<file path="src/hw/lm_board_pkg.sv">
// Board package with the reset and boot sequencer states and the board control word
`default_nettype none

package lm_board_pkg;

   localparam int TIMER_W = 16;            // Phase timer width

   ////////////////////////////////////////////////////////////////////
   // Sequencer states, in the order the board leaves reset

   typedef enum logic [2:0] {
      DCM_RST  = 3'd0,                     // Clock manager held in reset
      DRAM_RST = 3'd1,                     // Waiting for DRAM calibration
      CPU_RST  = 3'd2,                     // CPU reset after calibration
      BOOT     = 3'd3,                     // One-cycle boot pulse
      RUN      = 3'd4,
      HALTED   = 3'd5                      // Calibration timed out
   } seq_state_e;

   // Control and status lines driven by the sequencer
   typedef struct packed {
      logic dcm_reset;
      logic lpddr_reset;
      logic cpu_reset;
      logic boot;
      logic halt;
      logic machrun;
   } board_ctl_t;

endpackage

`default_nettype wire

</file>
<file path="src/hw/seq_timer.sv">
// Phase timer, a loadable down-counter with a single expiry pulse
`default_nettype none

module seq_timer import lm_board_pkg::*; (
   input  wire               clk50,
   input  wire               reset,
   input  wire               load,
   input  wire [TIMER_W-1:0] value,
   output logic              expired
);

   logic [TIMER_W-1:0] count;
   logic               run;                // Counting toward zero

   always_ff @(posedge clk50) begin
      if (reset) begin
         count <= '0;
         run   <= 1'b0;
      end else if (load) begin             // Load overrides a running count
         count <= value;
         run   <= 1'b1;
      end else if (run) begin
         if (count == '0)
            run <= 1'b0;                   // Idle until the next load
         else
            count <= count - 1'b1;
      end
   end

   // High for the one cycle spent at zero
   assign expired = run && (count == '0);

endmodule

`default_nettype wire

</file>
<file path="config.mk">
export PLATFORM = sky130hd
export DESIGN_NAME = seq_timer
export DESIGN_NICKNAME = d
export VERILOG_FILES = /design/src/hw/lm_board_pkg.sv /design/src/hw/seq_timer.sv
export SDC_FILE = /design/constraint.sdc
export NUM_CORES = 1
export LEC_CHECK = 0
export ABC_AREA = 1
export BUFFER_PORTS_ARGS = -buffer_cell sky130_fd_sc_hd__clkbuf_2
export CORE_ASPECT_RATIO = 2
export CORE_MARGIN = 1
export CORE_UTILIZATION = 30
export DETAILED_ROUTE_END_ITERATION = 10
export PLACE_DENSITY = 0.48
export SLEW_MARGIN = 10
export SYNTH_ARGS = -nofsm -noshare
export SYNTH_HDL_FRONTEND = slang
export SYNTH_SLANG_ARGS = --single-unit
export TNS_END_PERCENT = 5
</file>
<file path="constraint.sdc">
create_clock -name clk50 -period 2.2 [get_ports clk50]
set_input_delay 0.33 -clock clk50 [delete_from_list [all_inputs] [get_ports clk50]]
set_output_delay 0.33 -clock clk50 [all_outputs]
set_load 0.01 [all_outputs]
</file>
==> results_dict.tcl <==
set metrics [dict create \
    outcome "completed" \
    ctsResizeCount 0 \
    h-tree-depth 1 \
    critPathKind "reg2out" \
    layout_common_cells "61 x nand2_1, 31 x nor2_1, 19 x clkbuf_2, 18 x inv_1" \
    powerDensity_mw_per_mm2 668.4 \
    clkSinkCount 17 \
    fin_skew_ps 2.847 \
    fin_crit_ps 1969 \
    grtUsageTotal_pct 18.47 \
    post-dp-hpwl_um 2871 \
    ios 20 \
    area_growth_pct 14.33 \
    ys_seq_area_share_pct 26.88 \
    drc 0 \
    cp-start-kind "flop" \
    drv_slew 0 \
    drt-initial-drc-count 35 \
    via_per_inst 4.698 \
    cp_max_fo 6 \
    pre_cts_slack_ps 432.6 \
    required_ps 1870 \
    dr.pass1.iters 5 \
    worstSkewPairLatency_ps 260 \
    layout_commonest_cell "nand2_1" \
    leakage_nw 0.6858 \
    max-slew-margin-rel_pct 75.85 \
    drive_gt1_share_pct 23.32 \
    vias 1292 \
    num_rows 33 \
    fmax_mhz 507.9 \
    synth_cell_types 29 \
    antenna_cells 0 \
    critPathCaptureType "output pin" \
    critPathBufInv 2 \
    overflow 0 \
    syn_area_mm2 0.001266 \
    initial_core_util_pct 30.98 \
    port_buffers 19 \
    totalWireLength_um 3625 \
    nNetsFinal 244 \
    fin_crit_sh_pct 89.49 \
    n_fill_cell 477 \
    cpPeakStageDelay_ps 330 \
    cp_top_family "simple AND/OR/NAND/NOR gates" \
    placed_area_mm2 0.001398 \
    antenna_left 0 \
    clk_pin_slew_ps 70 \
    antenna_found_initial 0 \
    cp.arrival_ps 1640 \
    syn-num-nets 223 \
    maxCapViolCount 0 \
    setup_viol 0 \
    fin_ws_ps 231.1 \
    ir_worst_vdd_v 0.0004139 \
    final_area_mm2 0.001448 \
    die-width_um 47.94 \
    grt_max_degree 17 \
    rsz0062_at_grt "false" \
    critical-path-slowest-cell "dfxtp_1" \
    worstMarginPinSlew_ps 362.2 \
    syn_inst 203 \
    postCtsSetupBuffers 0 \
    place.gp.congestion 0.8169 \
    finalHoldViolCount 0 \
    fin_setup_tns_ps 0 \
    yosysWarnings 0 \
    clock_path_buffers 2 \
    grt_pass1_vias 1235 \
    wl_per_cell_um 13.18 \
    synth_seq_cells 17 \
    core-area_mm2 0.004088 \
    reg2reg_slack_ps 610 \
    cts-root-buf "clkbuf_8" \
    cts_tree "yes" \
    hold_class "in2reg" \
    die_area_mm2 0.004500 \
    avgSynthCellArea_um2 6.238 \
    crit_chain "inv_1 > ha_1 > nand2_2 > nor2_4 > nand4_1 > nor3_1 > clkbuf_2" \
    cts_made_buffers 3 \
    cts_hold_buf 0 \
    grt_pass1_wl_um 5775 \
    dieHeight_um 93.88 \
    holdWs_ps 367.3 \
]
-- worst paths after layout --
kind	from	end	cells after the start
min	value[11]	count[11]	5
min reg2reg	count[1]	count[1]	2
max	count[0]	expired	7
max reg2reg	count[0]	count[7]	9
-- per-layer routing --
layer / vias to the layer above / track usage (%) / wire length, um
li1: 677 / - / -
met1: 591 / 18.56 / 1323
met2: 19 / 35.81 / 2175
met3: 5 / 1.731 / 70
met4: 0 / 5.556 / 55
met5: - / 0 / 0
-- worst min-delay path: stages --
cell      delay, ps
clkbuf_2         70
nand2_1          40
nand3_1          70
nand2_1          50
inv_1            40
-- report_power, final --
| part | switching [W] | internal (W) |
|---|---|---|
| clock network | 0.000119 | 0.000129 |
| registers | 0.0000421 | 0.000339 |
| logic | 0.000214 | 0.000124 |
-- metrics by stage --
step                      instances  total power (W)  util (%)
final                           275        0.0009676     35.41
after global routing            275         0.001037     35.41
after CTS                       275        0.0009716     35.29
after detailed placement        271        0.0007261     34.19
after global placement          271        0.0007268     34.19
after floorplan                 203        0.0006441         -
-- logic make-up after synthesis --
kind of cell,share of synthesized area [%]
XOR/XNOR,2.767
adder cells (fa/ha/maj),0.9880
AO/OA/AOI/OAI,11.27
flip-flops,26.88
buffers and inverters,9.387
AND/OR/NAND/NOR,48.71
-- sequential cells by signal, indices dropped and copies added, names as in the netlist --
signal,cells
run,1
count,16
-- synth_stat cells (all sizes together) --
cell type,number,area share (%)
nor3,3,1.6
inv,18,5.3
ha,1,0.99
nand3,18,7.5
o21bai,1,0.59
nor2,37,13
nand2,71,23
nand4,1,0.49
a21oi,12,6.5
xor2,2,1.4
nand3b,3,1.8
buf,4,3.5
xnor2,2,1.4
o31ai,1,0.99
or2,2,0.99
o21ai,8,3.2
clkbuf,2,0.59
dfxtp,17,27
-- final cells by class --
type                    count  area [um2]  share of cell area (%)
repair buffers             22       117.6                   8.124
flip-flops and latches     17       340.3                   23.51
inverters                  18       67.56                   4.667
clock buffers               4       45.04                   3.111
multi-input cells         162       812.0                   56.09
well taps                  52       65.06                   4.494
Power figures use the tool's default switching activity.
