<file path="src/hw/lm_mem_pkg.sv">
// Memory package with client region codes and the req/ready/done request and response words
`default_nettype none

package lm_mem_pkg;

   localparam int MEM_AW = 22;             // Client word address width
   localparam int MEM_DW = 32;             // Data word width

   ////////////////////////////////////////////////////////////////////
   // Client codes, also the top bit of the store address

   typedef enum logic {
      SDRAM = 1'b0,                        // Main memory
      VRAM  = 1'b1                         // CPU side of video memory
   } mem_client_e;

   ////////////////////////////////////////////////////////////////////
   // Client strobes

   // Request from one client, req is a single-cycle strobe
   typedef struct packed {
      logic              req;
      logic              write;
      logic [MEM_AW-1:0] addr;
      logic [MEM_DW-1:0] data;             // Write data
   } mem_req_t;

   // Response to one client
   typedef struct packed {
      logic              ready;            // Level, request may be issued
      logic              done;             // One-cycle completion pulse
      logic [MEM_DW-1:0] data;             // Read or old word, valid with done
   } mem_rsp_t;

endpackage

`default_nettype wire

</file>
<file path="src/hw/mem_port_ctrl.sv">
// Memory port controller, fixed-priority arbiter and two-stage pipeline for sdram and vram_cpu
`default_nettype none

module mem_port_ctrl import lm_mem_pkg::*; #(
   parameter int STORE_AW = 8
) (
   input  wire                clk50,
   input  wire                reset,
   input  wire                machrun,
   input  wire  mem_req_t     sdram_req,
   input  wire  mem_req_t     vram_req,
   output mem_rsp_t           sdram_rsp,
   output mem_rsp_t           vram_rsp,
   output logic               busy,
   output logic [STORE_AW-1:0] st_addr,
   output logic               st_we,
   output logic [MEM_DW-1:0]  st_wdata,
   input  wire  [MEM_DW-1:0]  st_rdata
);

   localparam int OFS_W = STORE_AW - 1;    // Word offset inside one region

   logic        ready;
   logic        sdram_go;
   logic        vram_go;

   // Held vram request after a collision
   logic        pend_valid;
   mem_req_t    pend_req;

   // Stage 1 drives the store, stage 2 meets its read data
   logic        s1_valid;
   mem_client_e s1_client;
   mem_req_t    s1_req;
   logic        s2_valid;
   mem_client_e s2_client;

   ////////////////////////////////////////////////////////////////////
   // Accept

   assign busy     = s1_valid | s2_valid | pend_valid;
   assign ready    = machrun && !busy;     // One request in flight at a time
   assign sdram_go = ready && sdram_req.req;
   assign vram_go  = ready && vram_req.req;

   always_ff @(posedge clk50) begin
      if (reset) begin
         pend_valid <= 1'b0;
         s1_valid   <= 1'b0;
         s2_valid   <= 1'b0;
      end else begin
         pend_valid <= sdram_go && vram_go;             // Collision, vram waits
         s1_valid   <= sdram_go | vram_go | pend_valid;
         s2_valid   <= s1_valid;
      end
   end

   // Payload and ownership, qualified by the valid bits
   always_ff @(posedge clk50) begin
      if (sdram_go) begin                  // sdram has priority
         s1_req    <= sdram_req;
         s1_client <= SDRAM;
      end else if (vram_go) begin
         s1_req    <= vram_req;
         s1_client <= VRAM;
      end else if (pend_valid) begin
         s1_req    <= pend_req;
         s1_client <= VRAM;
      end
      if (vram_go)
         pend_req <= vram_req;
      s2_client <= s1_client;
   end

   ////////////////////////////////////////////////////////////////////
   // Store port, region code above the word offset

   assign st_addr  = {s1_client, s1_req.addr[OFS_W-1:0]};
   assign st_we    = s1_valid && s1_req.write;
   assign st_wdata = s1_req.data;

   ////////////////////////////////////////////////////////////////////
   // Responses, read data steered to the owner of stage 2

   always_comb begin
      sdram_rsp.ready = ready;
      sdram_rsp.done  = s2_valid && (s2_client == SDRAM);
      sdram_rsp.data  = st_rdata;
      vram_rsp.ready  = ready;
      vram_rsp.done   = s2_valid && (s2_client == VRAM);
      vram_rsp.data   = st_rdata;
   end

endmodule

`default_nettype wire

</file>
<file path="config.mk">
export PLATFORM = sky130hd
export DESIGN_NAME = mem_port_ctrl
export DESIGN_NICKNAME = d
export VERILOG_FILES = /design/src/hw/lm_mem_pkg.sv /design/src/hw/mem_port_ctrl.sv
export SDC_FILE = /design/constraint.sdc
export NUM_CORES = 1
export LEC_CHECK = 0
export ABC_AREA = 0
export BUFFER_PORTS_ARGS = -buffer_cell sky130_fd_sc_hd__buf_2
export CAP_MARGIN = 20
export CORE_MARGIN = 4
export CORE_UTILIZATION = 48
export CTS_CLUSTER_SIZE = 40
export DETAILED_ROUTE_END_ITERATION = 8
export GPL_ROUTABILITY_DRIVEN = 0
export PLACE_DENSITY = 0.9
export SYNTH_ARGS = -nofsm -noshare
export SYNTH_HDL_FRONTEND = slang
export SYNTH_SLANG_ARGS = --single-unit
export TNS_END_PERCENT = 10
</file>
<file path="constraint.sdc">
create_clock -name clk50 -period 8.1 [get_ports clk50]
set_input_delay 1.62 -clock clk50 [delete_from_list [all_inputs] [get_ports clk50]]
set_output_delay 1.62 -clock clk50 [all_outputs]
set_load 0.01 [all_outputs]
</file>
==> reports/qor.yml <==
worst_hold_path:
  hold_path_class: "flop to flop"
clock_tree:
  cts_made_buffers: 9
  clock-sinks: 85
  worstSkewPairLatency_ns: 0.34
  cts-root-buf: "clkbuf_8"
  cts_hold_buf: 0
  cts_buffer_depth: 2
  post_cts_buffers: 0
  path_clk_slew_ns: 0.09
  htreeDepth: 3
  cts_tree: "built"
  cts_resized: 0
yosys:
  ys.warnings.count: 0
  syn_nets: 540
  synth_compound_area_share_pct: 8.155
  yosys.area_share.simple_pct: 14.19
  syn_inst: 393
  synth_top_area_share_pct: 53.44
  synth_area_leaders: "edfxtp_1 53%, buf_4 18%, nand3_1 8.9%, a32oi_1 7.8%, nand2_1 3.3%"
  synthFlopType: "edfxtp_1"
  yosysMostFrequentCell: "buf_4"
  yosys-top-cells-count: "107 x buf_4, 80 x edfxtp_1, 80 x nand3_1"
  synth_cell_type_count: 20
  synth_xor_area_share_pct: 0
  syn_area_per_cell_sq_um: 11.44
  synth_fa_ha_area_share_pct: 0
  synth_area_sq_um: 4496
  yosys.area.top_type: "edfxtp_1"
  ys_seq_area_share_pct: 55.66
  synthArstFlopShare_pct: 0
  synthMuxAreaShare_pct: 0
  synth_top_family_by_area: "buffers and inverters"
  synth_seq_cells: 85
  synth_edf_count: 80
final_layout:
  antenna-diode-count: 0
  drive_gt1_share_pct: 38.29
  area_growth_pct: 1.475
  design_area_sq_um: 4562
  fill_cells: 846
  layout.nets: 552
timing:
  hold_violations: 0
  drv_slew: 0
  finalSetupViolations: 0
  worst_pin_slew_ns: 1.052
  fin_crit_sh_pct: 56.94
  fin_skew_ns: 0.01090
  fin_ws_ns: 3.488
  max_freq_ghz: 0.2168
  finalSetupTns_ns: 0
  rsz0062_at_grt: "false"
  period_needed_ns: 4.612
  maxSlewHeadroom_pct: 29.72
floorplanning:
  rows: 35
  dieArea_sq_um: 10980
  ioPinCount: 257
  start_util_pct: 48.88
  die_y_microns: 104.8
  die_x_microns: 104.8
  core_sq_um: 9196
grt:
  grt_pass1_wl_microns: 15080
  grt_max_degree: 44
  grt_overflow: 0
  grt_pass1_vias: 3005
  grt_usage_pct: 17.32
  antenna_found_initial: 0
worst_setup_path:
  worstSetupEndpointType: "output port"
  crit_buf_inv: 3
  cp.required_ns: 6.48
  cp_max_fo: 43
  worstPathArrival_ns: 2.99
  cp_slowest_stage_delay_ns: 0.61
  critPathKind: "input port to output port"
  crit_chain: "buf_2 > or4b_2 > clkinv_2 > buf_2"
  crit_path_frequent_cell: "buf_2"
  cp-start-kind: "input port"
  cp_slowest_cell: "or4b_2"
  cp_top_family: "buffers and inverters"
status:
  status: "completed"
power_and_ir_drop:
  vdd_drop_max_v: 0.00007194
  power_uw: 978.0
  powerDensity_nw_per_um2: 214.4
  p_leak_uw: 0.001815
routing:
  dr.pass1.iters: 4
  final_antenna_net_count: 0
  wl_microns: 9571
  wl_per_cell_microns: 18.37
  drc: 0
  vias: 3006
  viasPerCell: 5.770
  drt_iter0_markers: 226
placed_design:
  dpl_cell_area_sq_um: 4359
  dp_hpwl_microns: 6315
  place_ws_ns: 3.509
  io_buffers: 130
run:
  drv_cap: 0
## layout make-up
| class | instances | area, sq um | area share, % |
|---|---|---|---|
| clock buffer | 12 | 155.1 | 3.401 |
| timing repair buffer | 134 | 680.7 | 14.92 |
| inverter | 1 | 5.005 | 0.1097 |
| tap | 111 | 138.9 | 3.044 |
| multi-input combinational | 174 | 1032 | 22.63 |
| sequential | 85 | 2502 | 54.85 |
| clock inverter | 4 | 47.55 | 1.042 |
## layer usage
layer,part of all wire [%],GRT usage (%)
met1,41,20.33
met2,51,29.61
met3,7.6,5.806
met4,0.95,6.092
met5,0,0
## worst paths after layout
check | from | to | slack [ns] | depth (start not counted)
hold reg to reg | s1_client | s2_client | 0.38 | 0
hold / removal | s1_client | s2_client | 0.38 | 0
setup / recovery | machrun | sdram_rsp[33] | 3.49 | 4
setup reg to reg | s1_valid | pend_req[26] | 4.81 | 4
## report_power, final
group | leakage [uW] | internal, uW | switching (uW)
Clock | 0.000102 | 159 | 146
Sequential | 0.000793 | 522 | 11.3
Combinational | 0.000919 | 51.3 | 88.2
## state kept, by name, indices dropped and copies added, names as in the netlist
| register | cells |
|---|---|
| s1_valid | 1 |
| st_wdata | 32 |
| pend_req | 40 |
| s1_req | 1 |
| st_addr | 7 |
| s2_valid | 1 |
| pend_valid | 1 |
| s2_client | 1 |
| s1_client | 1 |
## kinds of logic after synthesis
group | count (synthesis)
simple gates | 132
buf+inv | 134
compound gates | 42
flops | 85
## stage by stage
stage | hold slack [ns] | cells | util, %
floorplan | 0.3515 | 393 | -
global placement | 0.3743 | 505 | 47.40
detailed placement | 0.3768 | 505 | 47.40
CTS | 0.3847 | 521 | 49.61
global route | 0.3968 | 521 | 49.61
finish | 0.3841 | 521 | 49.61
## cell usage in the layout (no fill, tap or decap)
cell type,instances
o21bai_4,1
and2_2,1
nand2_4,1
buf_2,130
clkinvlp_4,1
nor2b_4,1
nor3b_2,1
clkbuf_1,1
nor2b_1,3
edfxtp_1,80
or4b_2,1
clkbuf_8,11
clkinv_2,3
bufinv_16,1
a32oi_1,40
or3_1,1
nor2_4,1
nand3_1,80
and2_1,2
buf_4,4
dfxtp_1,5
o31a_1,1
nand2_1,40
Power figures use the tool's default switching activity.
