==> src/hw/lm_board_pkg.sv <==
// Board package with the reset and boot sequencer states and the board control word
`default_nettype none

package lm_board_pkg;

   localparam int TIMER_W = 16;            // Phase timer width

   ////////////////////////////////////////////////////////////////////
   // Sequencer states, in the order the board leaves reset

   typedef enum logic [2:0] {
      DCM_RST  = 3'd0,                     // Clock manager held in reset
      DRAM_RST = 3'd1,                     // Waiting for DRAM calibration
      CPU_RST  = 3'd2,                     // CPU reset after calibration
      BOOT     = 3'd3,                     // One-cycle boot pulse
      RUN      = 3'd4,
      HALTED   = 3'd5                      // Calibration timed out
   } seq_state_e;

   // Control and status lines driven by the sequencer
   typedef struct packed {
      logic dcm_reset;
      logic lpddr_reset;
      logic cpu_reset;
      logic boot;
      logic halt;
      logic machrun;
   } board_ctl_t;

endpackage

`default_nettype wire

==> src/hw/boot_sequencer.sv <==
// Boot sequencer FSM ordering clock manager, DRAM and CPU reset, then boot and run
`default_nettype none

module boot_sequencer import lm_board_pkg::*; #(
   parameter int DCM_CYCLES    = 4,
   parameter int CALIB_TIMEOUT = 64,
   parameter int RESET_CYCLES  = 6
) (
   input  wire                clk50,
   input  wire                reset,
   input  wire                calib_done,
   input  wire                timer_expired,
   output logic               timer_load,
   output logic [TIMER_W-1:0] timer_value,
   output board_ctl_t         ctl
);

   // Each timed phase spends one cycle on the load and one on the expiry,
   // so the counts are two short of the phase length (all counts >= 2)
   localparam logic [TIMER_W-1:0] DCM_LOAD   = TIMER_W'(DCM_CYCLES - 2);
   localparam logic [TIMER_W-1:0] CALIB_LOAD = TIMER_W'(CALIB_TIMEOUT - 2);
   localparam logic [TIMER_W-1:0] RESET_LOAD = TIMER_W'(RESET_CYCLES - 2);

   seq_state_e state;
   seq_state_e state_next;
   logic       phase_done;

   function automatic board_ctl_t decode_ctl(seq_state_e s);
      board_ctl_t c;
      c = '0;
      case (s)
         DCM_RST: begin
            c.dcm_reset   = 1'b1;
            c.lpddr_reset = 1'b1;
            c.cpu_reset   = 1'b1;
         end
         DRAM_RST: begin
            c.lpddr_reset = 1'b1;
            c.cpu_reset   = 1'b1;
         end
         CPU_RST:  c.cpu_reset = 1'b1;
         BOOT:     c.boot      = 1'b1;
         RUN:      c.machrun   = 1'b1;
         default: begin                    // HALTED keeps DRAM and CPU down
            c.lpddr_reset = 1'b1;
            c.cpu_reset   = 1'b1;
            c.halt        = 1'b1;
         end
      endcase
      return c;
   endfunction

   function automatic logic [TIMER_W-1:0] phase_load(seq_state_e s);
      case (s)
         DRAM_RST: return CALIB_LOAD;
         CPU_RST:  return RESET_LOAD;
         default:  return DCM_LOAD;
      endcase
   endfunction

   // A stale expiry from the previous phase may show during the load cycle
   assign phase_done = timer_expired && !timer_load;

   ////////////////////////////////////////////////////////////////////
   // Next state

   always_comb begin
      state_next = state;
      case (state)
         DCM_RST:  if (phase_done) state_next = DRAM_RST;
         DRAM_RST: begin
            if (calib_done)      state_next = CPU_RST;  // Calibration wins a tie
            else if (phase_done) state_next = HALTED;
         end
         CPU_RST:  if (phase_done) state_next = BOOT;
         BOOT:     state_next = RUN;
         RUN:      state_next = RUN;
         default:  state_next = HALTED;                 // Held until reset
      endcase
   end

   ////////////////////////////////////////////////////////////////////
   // State, outputs and timer control, all registered

   always_ff @(posedge clk50) begin
      if (reset) begin
         state       <= DCM_RST;
         ctl         <= decode_ctl(DCM_RST);
         timer_load  <= 1'b1;              // Start the clock manager phase
         timer_value <= DCM_LOAD;
      end else begin
         state       <= state_next;
         ctl         <= decode_ctl(state_next);
         timer_load  <= (state_next != state) &&
                        (state_next == DRAM_RST || state_next == CPU_RST);
         timer_value <= phase_load(state_next);
      end
   end

endmodule

`default_nettype wire

==> config.mk <==
export PLATFORM = sky130hd
export DESIGN_NAME = boot_sequencer
export DESIGN_NICKNAME = d
export VERILOG_FILES = /design/src/hw/lm_board_pkg.sv /design/src/hw/boot_sequencer.sv
export SDC_FILE = /design/constraint.sdc
export NUM_CORES = 1
export LEC_CHECK = 0
export ABC_AREA = 0
export ABC_CLOCK_PERIOD_IN_PS = 3850
export BUFFER_PORTS_ARGS = -buffer_cell sky130_fd_sc_hd__buf_2
export CORE_UTILIZATION = 30
export DETAILED_ROUTE_END_ITERATION = 12
export HOLD_SLACK_MARGIN = 0.08
export MAX_ROUTING_LAYER = met4
export SLEW_MARGIN = 5
export SYNTH_ARGS = -nofsm -noshare
export SYNTH_HDL_FRONTEND = slang
export SYNTH_SLANG_ARGS = --single-unit
==> constraint.sdc <==
create_clock -name clk50 -period 3.85 [get_ports clk50]
set_input_delay 0.1925 -clock clk50 [delete_from_list [all_inputs] [get_ports clk50]]
set_output_delay 0.1925 -clock clk50 [all_outputs]
set_load 0.05 [all_outputs]
==> metrics.txt, run 1 <==
Unique masters post-synth 23; Syn-to-layout area delta 8.367%; Max-Cap Viols 0; XOR/XNOR share of the synthesized area 0; status completed; setup violators final 0; switching share of power 0.3516; Placeable Area 1962 um^2; mux cell area share after synthesis 0.01793; Setup Fix Bufs, Post-CTS 0; max frequency 754.6 MHz; # resized after CTS 0; CP Data Required Time 4070 ps; unrepaired setup endpoints after global routing false; initial antenna violation count 0; TritonCTS buffer count 3; Post-DP Area 654.4 um^2; Final ANT Viol Nets 0; ANT cells 0; TritonRoute pass-1 iters 4; P per Cell Area 444.6 nW/um^2; syn_area_per_cell 8.973 um^2; number of DRC markers in iteration 0 4; area occupied by multi-input gates 285.3 um^2; share of cells above drive strength 1 0.2683; DRC viols 0; final net count 87; complex-gate fraction of the synthesized area 0.1773; Routability Congestion 0.7778; commonest non-fill, non-tap cell in the layout buf_2; synth warn 0; Comb pwr share 0.248; largest net degree at the start of global routing 13; clock sinks 13; most frequent cells in the layout buf_2 (15), dfxtp_1 (13), conb_1 (11), nor2_1 (6), nand2_1 (5); post-synthesis sequential area ratio 0.4143; Final HPWL DP 703.9 um; area leader, netlist dfxtp_1; Final Critical Period 1325 ps; Vias 464; crit path max-delay cell type or3b_4; Cell Area, Synth 628.1 um^2; CP Max Fanout 11; Adder-Cell Fraction of Synth Area 0; setup TNS 0 ps; Simple-Gate Fraction of Synth Area 0.1932; Total Wirelength 976 um; Final Cycle Share 0.3442; Die ar. 2281 um^2; num rows 16; PortBufs 15; hold path start reset; Hold WC Path Type input port to register; Post-Layout Inst Area 680.7 um^2; critical path arrival 1540 ps; Worst Setup SP state[0]; Max Root-Sink Buffers 2; CTS tree done; P_sw 106.4 uW; Die X 47.76 um; vias per cell 4.257; VDD IR max 0.1325 mV; post-DR wirelength/cell 8.954 um; Ports 27; clock skew 3.638 ps; kind of critical path register to register; crit end category register; crit-path cells or3b_4 -> mux2_2 -> a21oi_2; Congestion Overflow GR 0; cts hold-fix bufs 0; register area 260.3 um^2; CTS root buf clkbuf_4; number of synthesized register bits 13; sequential share of power 0.483; number of failing hold endpoints at the final stage 0; synthesized instance count 70; crit start category register; Max Slew Vio Count 0; global-route wire length before repair 1462 um; die height 47.76 um; Global Route Usage Sum 0.1024; htree depth 1; Synth top area share 0.4143; Clk pwr share 0.269; Starting Density 0.3202; Internal 196.2 uW; vias in the first global route 319; largest family of logic cells by synthesized area simple AND/OR/NAND/NOR gates; Reg2Reg Launch Point state[0]; Worst-Skew Late Latency 270 ps; CP peak stage delay 460 ps; Synth area leaders dfxtp_1 (41%), buf_4 (16%), nand2b_1 (4.0%); fill count 237; clk slew on worst S/H paths 70 ps; leak pwr 0.2916 nW
-- per-layer routing --
metal,vias up,track usage,share of wire
li1,234,-,-
met4,0,0.08333,0.032
met1,202,0.1079,0.43
met3,5,0.04528,0.087
met5,-,-,0
met2,23,0.1459,0.45
-- layout make-up --
type,instances,share of cell area
Clock buffer,4,0.03860
Tap cell,27,0.04963
Timing Repair Buffer,15,0.1103
Multi-Input combinational cell,50,0.4191
Sequential cell,13,0.3824
-- logic make-up after synthesis --
| family | count (synthesis) |
|---|---|
| other | 1 |
| muxes | 1 |
| and+or+nand+nor | 23 |
| AOI/OAI and AO/OA | 15 |
| buffers and inverters | 17 |
| DFF | 13 |
-- worst max-delay path, delay by kind of cell, from the launching register on --
kind               cells  cell delay (ps)
and+or+nand+nor        1              460
DFF                    1              400
muxes                  1              290
AOI/OAI and AO/OA      1              120
-- synthesized netlist by cell type, drive strengths merged --
cell type,n
and2,1
dfxtp,13
a211oi,2
nand2b,4
a21o,3
o21ai,3
nand2,5
a21oi,3
a2111oi,1
nor2b,4
nor2,6
buf,14
conb,1
mux2,1
nor3,1
nor3b,1
o22ai,1
o311a,1
clkbuf,3
or3b,1
a211o,1
-- path summary, 6_finish.rpt --
kind	end	slack [ps]	cells after the start
worst min register to register	ctl[0]	600	2
worst min-delay path	state[0]	230	2
worst max-delay path	state[0]	2520	3
worst max register to register	state[0]	2520	3
-- per-stage QoR --
stage	worst slack [ps]	util	std cells	hold slack [ps]	total power, mW
2_1_floorplan	2406	-	80	285.6	0.2251
3_3_place_gp	2554	0.3335	105	519.9	0.2243
3_5_place_dp	2544	0.3335	105	526.9	0.2246
4_1_cts	2528	0.3469	109	229.9	0.3061
5_1_grt	2442	0.3469	109	225.2	0.3206
6_report	2525	0.3469	109	232.8	0.3026
-- power groups by stage --
stage | Sequential (mW) | Clock (mW) | Combinational, mW
detailed placement | 0.149 | 0 | 0.0752
floorplan | 0.164 | 0 | 0.0606
CTS | 0.146 | 0.0846 | 0.0753
global placement | 0.149 | 0 | 0.0753
global route | 0.148 | 0.0933 | 0.0797
finish | 0.146 | 0.0813 | 0.0751
-- flip-flops by register name (all words and copies together), names as in the netlist --
| register | cells |
|---|---|
| ctl | 6 |
| state | 3 |
| timer_value | 3 |
| timer_load | 1 |
(Power assumes the default switching activity.)
==> inputs of run 2 (changes only) <==
--- a/config.mk
+++ b/config.mk
@@ -6,7 +6,7 @@
 export NUM_CORES = 1
 export LEC_CHECK = 0
 export ABC_AREA = 0
-export ABC_CLOCK_PERIOD_IN_PS = 3850
+export ABC_CLOCK_PERIOD_IN_PS = 1260
 export BUFFER_PORTS_ARGS = -buffer_cell sky130_fd_sc_hd__buf_2
 export CORE_UTILIZATION = 30
 export DETAILED_ROUTE_END_ITERATION = 12
==> constraint.sdc (replaced) <==
create_clock -name clk50 -period 1.26 [get_ports clk50]
set_input_delay 0.063 -clock clk50 [delete_from_list [all_inputs] [get_ports clk50]]
set_output_delay 0.063 -clock clk50 [all_outputs]
set_load 0.05 [all_outputs]
==> metrics.txt, run 2 (synthesis results as in run 1) <==
most flop-heavy register ctl; TritonRoute pass-1 iters 4; P per Cell Area 1293 nW/um^2; VDD IR max 0.4842 mV; largest net degree at the start of global routing 13; unrepaired setup endpoints after global routing true; final core utilization 0.3769; final net count 92; Vias 497; Global Route Usage Sum 0.1215; global-route wire length before repair 1787 um; crit-path cells or3b_4 -> mux2_4 -> a21oi_2; Power Total 955.9 uW; CP peak stage delay 430 ps; sequential share of power 0.463; clock skew 2.404 ps; Hold WC Path Type input port to register; Total Wirelength 1094 um; share of cells above drive strength 1 0.3333; Post-Layout Inst Area 739.5 um^2; htree depth 1; DRC viols 0; R2R depth 3; R2R setup slack 30 ps; Reg2Reg Launch Point state[0]; crit path max-delay cell type or3b_4; vias in the first global route 418; Hold Crit Depth 2; switching share of power 0.3577; Final Critical Period 1235 ps; vias per cell 4.360; Placeable Area 1962 um^2; critical path arrival 1440 ps; cts hold-fix bufs 0; final cell count without fillers 114; Routability Congestion 0.7545; commonest non-fill, non-tap cell in the layout buf_2; reg-to-reg endpoint state[0]; Congestion Overflow GR 0; number of DRC markers in iteration 0 12; crit start category register; Final Cycle Share 0.9802; Worst-Skew Late Latency 270 ps; crit end category register; Clk pwr share 0.271; Final HPWL DP 777.9 um; num rows 16; Starting Density 0.3202; Internal 614.0 uW; Post-DP Area 699.4 um^2; CP Max Fanout 4; Ports 27; die height 47.76 um; initial antenna violation count 0; fill count 223; clk slew on worst S/H paths 80 ps; TritonCTS buffer count 3; Die ar. 2281 um^2; Die X 47.76 um; CP Data Required Time 1470 ps; Final ANT Viol Nets 0; CTS tree done; ANT cells 0; PortBufs 15; clock sinks 13; CTS root buf clkbuf_4; P_sw 341.9 uW; Max-Cap Viols 0; biggest regs ctl x6, state x3, timer_value x3; post-DR wirelength/cell 9.596 um; Max Root-Sink Buffers 2; final worst slack 25.00 ps; Syn-to-layout area delta 17.73%; hold path start reset; status completed; Hold Path Sink state[0]; number of instances in the placed design 110; Comb pwr share 0.266; Max Slew Vio Count 0; number of failing hold endpoints at the final stage 0; max FFs per register 6; setup violators final 0; kind of critical path register to register; pre-CTS setup slack 59.21 ps; leak pwr 0.3236 nW; max frequency 809.7 MHz; most frequent cells in the layout buf_2 (15), conb_1 (11), dfxtp_1 (11), nor2_1 (6)
## run 2: cell count changes in the layout (fill, tap and decap cells not counted), sizes merged
cell / change
buf: +5
## run 2: worst max path at each step
stage	end	cells after the start	startpoint	slack, ps
finish	state[0]	3	state[0]	30
global route	state[0]	3	state[0]	-8
CTS	state[0]	3	timer_load	40
detailed placement	timer_value[4]	2	timer_load	60
global placement	ctl[4]	4	state[0]	60
floorplan	state[0]	3	timer_load	10
## run 2: worst max-delay path: cells and delay by family, from the launching register on
kind	cells	cell delay (ps)
AOI/OAI and AO/OA	1	110
DFF	1	340
muxes	1	290
and+or+nand+nor	1	430
## run 2: layout make-up
type	instances	area [um^2]	area share
multi-input combinational	50	301.5	0.4078
sequential	13	265.3	0.3587
tap	27	33.78	0.04569
clock buffer	4	26.28	0.03553
timing repair buffer	20	112.6	0.1523
## run 2: per-layer routing
| layer | track usage | up-vias | share of wire |
|---|---|---|---|
| met1 | 0.1486 | 226 | 0.46 |
| met3 | 0.02264 | 2 | 0.080 |
| met5 | - | - | 0 |
| li1 | - | 245 | - |
| met2 | 0.1703 | 24 | 0.44 |
| met4 | 0.1000 | 0 | 0.017 |
## run 2: power groups by stage
stage               logic (mW)  clock network (mW)  registers, mW
floorplan                0.187                   0          0.503
global placement         0.250                   0          0.451
detailed placement       0.250                   0          0.452
CTS                      0.251               0.271          0.442
global route             0.269               0.297          0.447
finish                   0.254               0.259          0.442
## run 2: per-stage QoR
stage	hold slack (ps)	TNS, ps
after global routing	116.0	-7.846
after floorplan	156.1	0
after CTS	99.14	0
after detailed placement	395.4	0
after global placement	391.7	0
final	114.2	0
## run 2: what timing repair did
action / CTS / global route
setup buffers: 0 / 0
endpoints found under the setup margin: 0 / 2
gates resized for setup: 0 / 2
==> inputs of run 3 (changes only) <==
--- a/config.mk
+++ b/config.mk
@@ -8,6 +8,7 @@
 export ABC_AREA = 0
 export ABC_CLOCK_PERIOD_IN_PS = 1260
 export BUFFER_PORTS_ARGS = -buffer_cell sky130_fd_sc_hd__buf_2
+export CORE_MARGIN = 10
 export CORE_UTILIZATION = 30
 export DETAILED_ROUTE_END_ITERATION = 12
 export HOLD_SLACK_MARGIN = 0.08
==> metrics.txt, run 3 (synthesis results as in run 1) <==
Hold Slack 95.09 ps; number of instances in the placed design 109; Total Wirelength 1388 um; Post-Layout Inst Area 730.7 um^2; most frequent cells in the layout buf_2 (15), conb_1 (11), dfxtp_1 (10), nor2_1 (6); Final Cycle Share 0.9827; leak pwr 0.3238 nW; Worst-Skew Late Latency 290 ps; Max Slew Vio Count 0; number of DRC markers in iteration 0 7; Final HPWL DP 1027 um; max frequency 807.6 MHz; TritonCTS buffer count 3; num rows 16; htree depth 1; P per Cell Area 1314 nW/um^2; clock skew 2.353 ps; unrepaired setup endpoints after global routing true; CP Max Fanout 4; switching share of power 0.3625; pre-CTS setup slack 26.59 ps; DRC viols 0; PortBufs 15; Vias 497; Max-Cap Viols 0; sequential share of power 0.461; commonest non-fill, non-tap cell in the layout buf_2; setup TNS 0 ps; CTS root buf clkbuf_4; vias in the first global route 550; Global Route Usage Sum 0.07203; die height 65.76 um; final cell count without fillers 114; ANT cells 0; post-DR wirelength/cell 12.18 um; clock sinks 13; status completed; largest net degree at the start of global routing 13; crit start category register; Ports 27; clk slew on worst S/H paths 80 ps; final worst slack 21.82 ps; setup violators final 0; final core utilization 0.3687; P_sw 348.0 uW; Final ANT Viol Nets 0; crit end category register; Internal 612.0 uW; max FFs per register 6; Clk pwr share 0.276; TritonRoute pass-1 iters 4; share of cells above drive strength 1 0.3448; CP Data Required Time 1480 ps; CTS tree done; Max Root-Sink Buffers 2; Post-DP Area 691.9 um^2; Starting Density 0.3169; kind of critical path register to register; final net count 92; number of failing hold endpoints at the final stage 0; Power Total 960.0 uW; Congestion Overflow GR 0; vias per cell 4.360; VDD IR max 0.5186 mV; Die ar. 4324 um^2; Comb pwr share 0.263; critical path arrival 1460 ps; Hold WC Path Type input port to register; Die X 65.76 um; initial antenna violation count 0; most flop-heavy register ctl; Final Critical Period 1238 ps; Placeable Area 1982 um^2; Routability Congestion 0.8383; biggest regs ctl x6, state x3, timer_value x3; Syn-to-layout area delta 16.33%; global-route wire length before repair 2408 um
run 3: final timing paths:
path,slack [ps],to,cells past startpoint,start
min reg2reg,590,ctl[2],2,timer_load
min,100,state[0],2,reset
max,20,state[0],3,timer_load
max reg2reg,20,state[0],3,timer_load
run 3: critical path, stage by stage, from the launching register on:
cell,delay [ps]
dfxtp_4,350
or3b_4,420
mux2_4,280
a21oi_2,120
run 3: per-layer routing:
layer  track usage  vias to the layer above  share of wire
li1              -                      244              -
met1       0.07404                      224           0.46
met2        0.1051                       24           0.41
met3       0.03729                        5           0.10
met4       0.04813                        0          0.029
met5             -                        -              0
run 3: power by group through the flow:
stage               clock [mW]  sequential [mW]  combinational [mW]
floorplan                    0            0.503               0.187
detailed placement           0            0.453               0.248
finish                   0.265            0.442               0.253
CTS                      0.268            0.444               0.249
global route             0.295            0.446               0.268
global placement             0            0.452               0.247
run 3: timing repair:
item                       4_1_cts  5_1_grt
buffers inserted                 0        1
hold buffers                     0        0
setup endpoints to repair        0        3
resized for setup                0        3
run 3: final cells by class:
type	instances	area, um^2
Timing Repair Buffer	20	112.6
Fill cell	211	1251
Sequential cell	13	269.0
Multi-Input combinational cell	50	289.0
Clock buffer	4	26.28
Tap cell	27	33.78
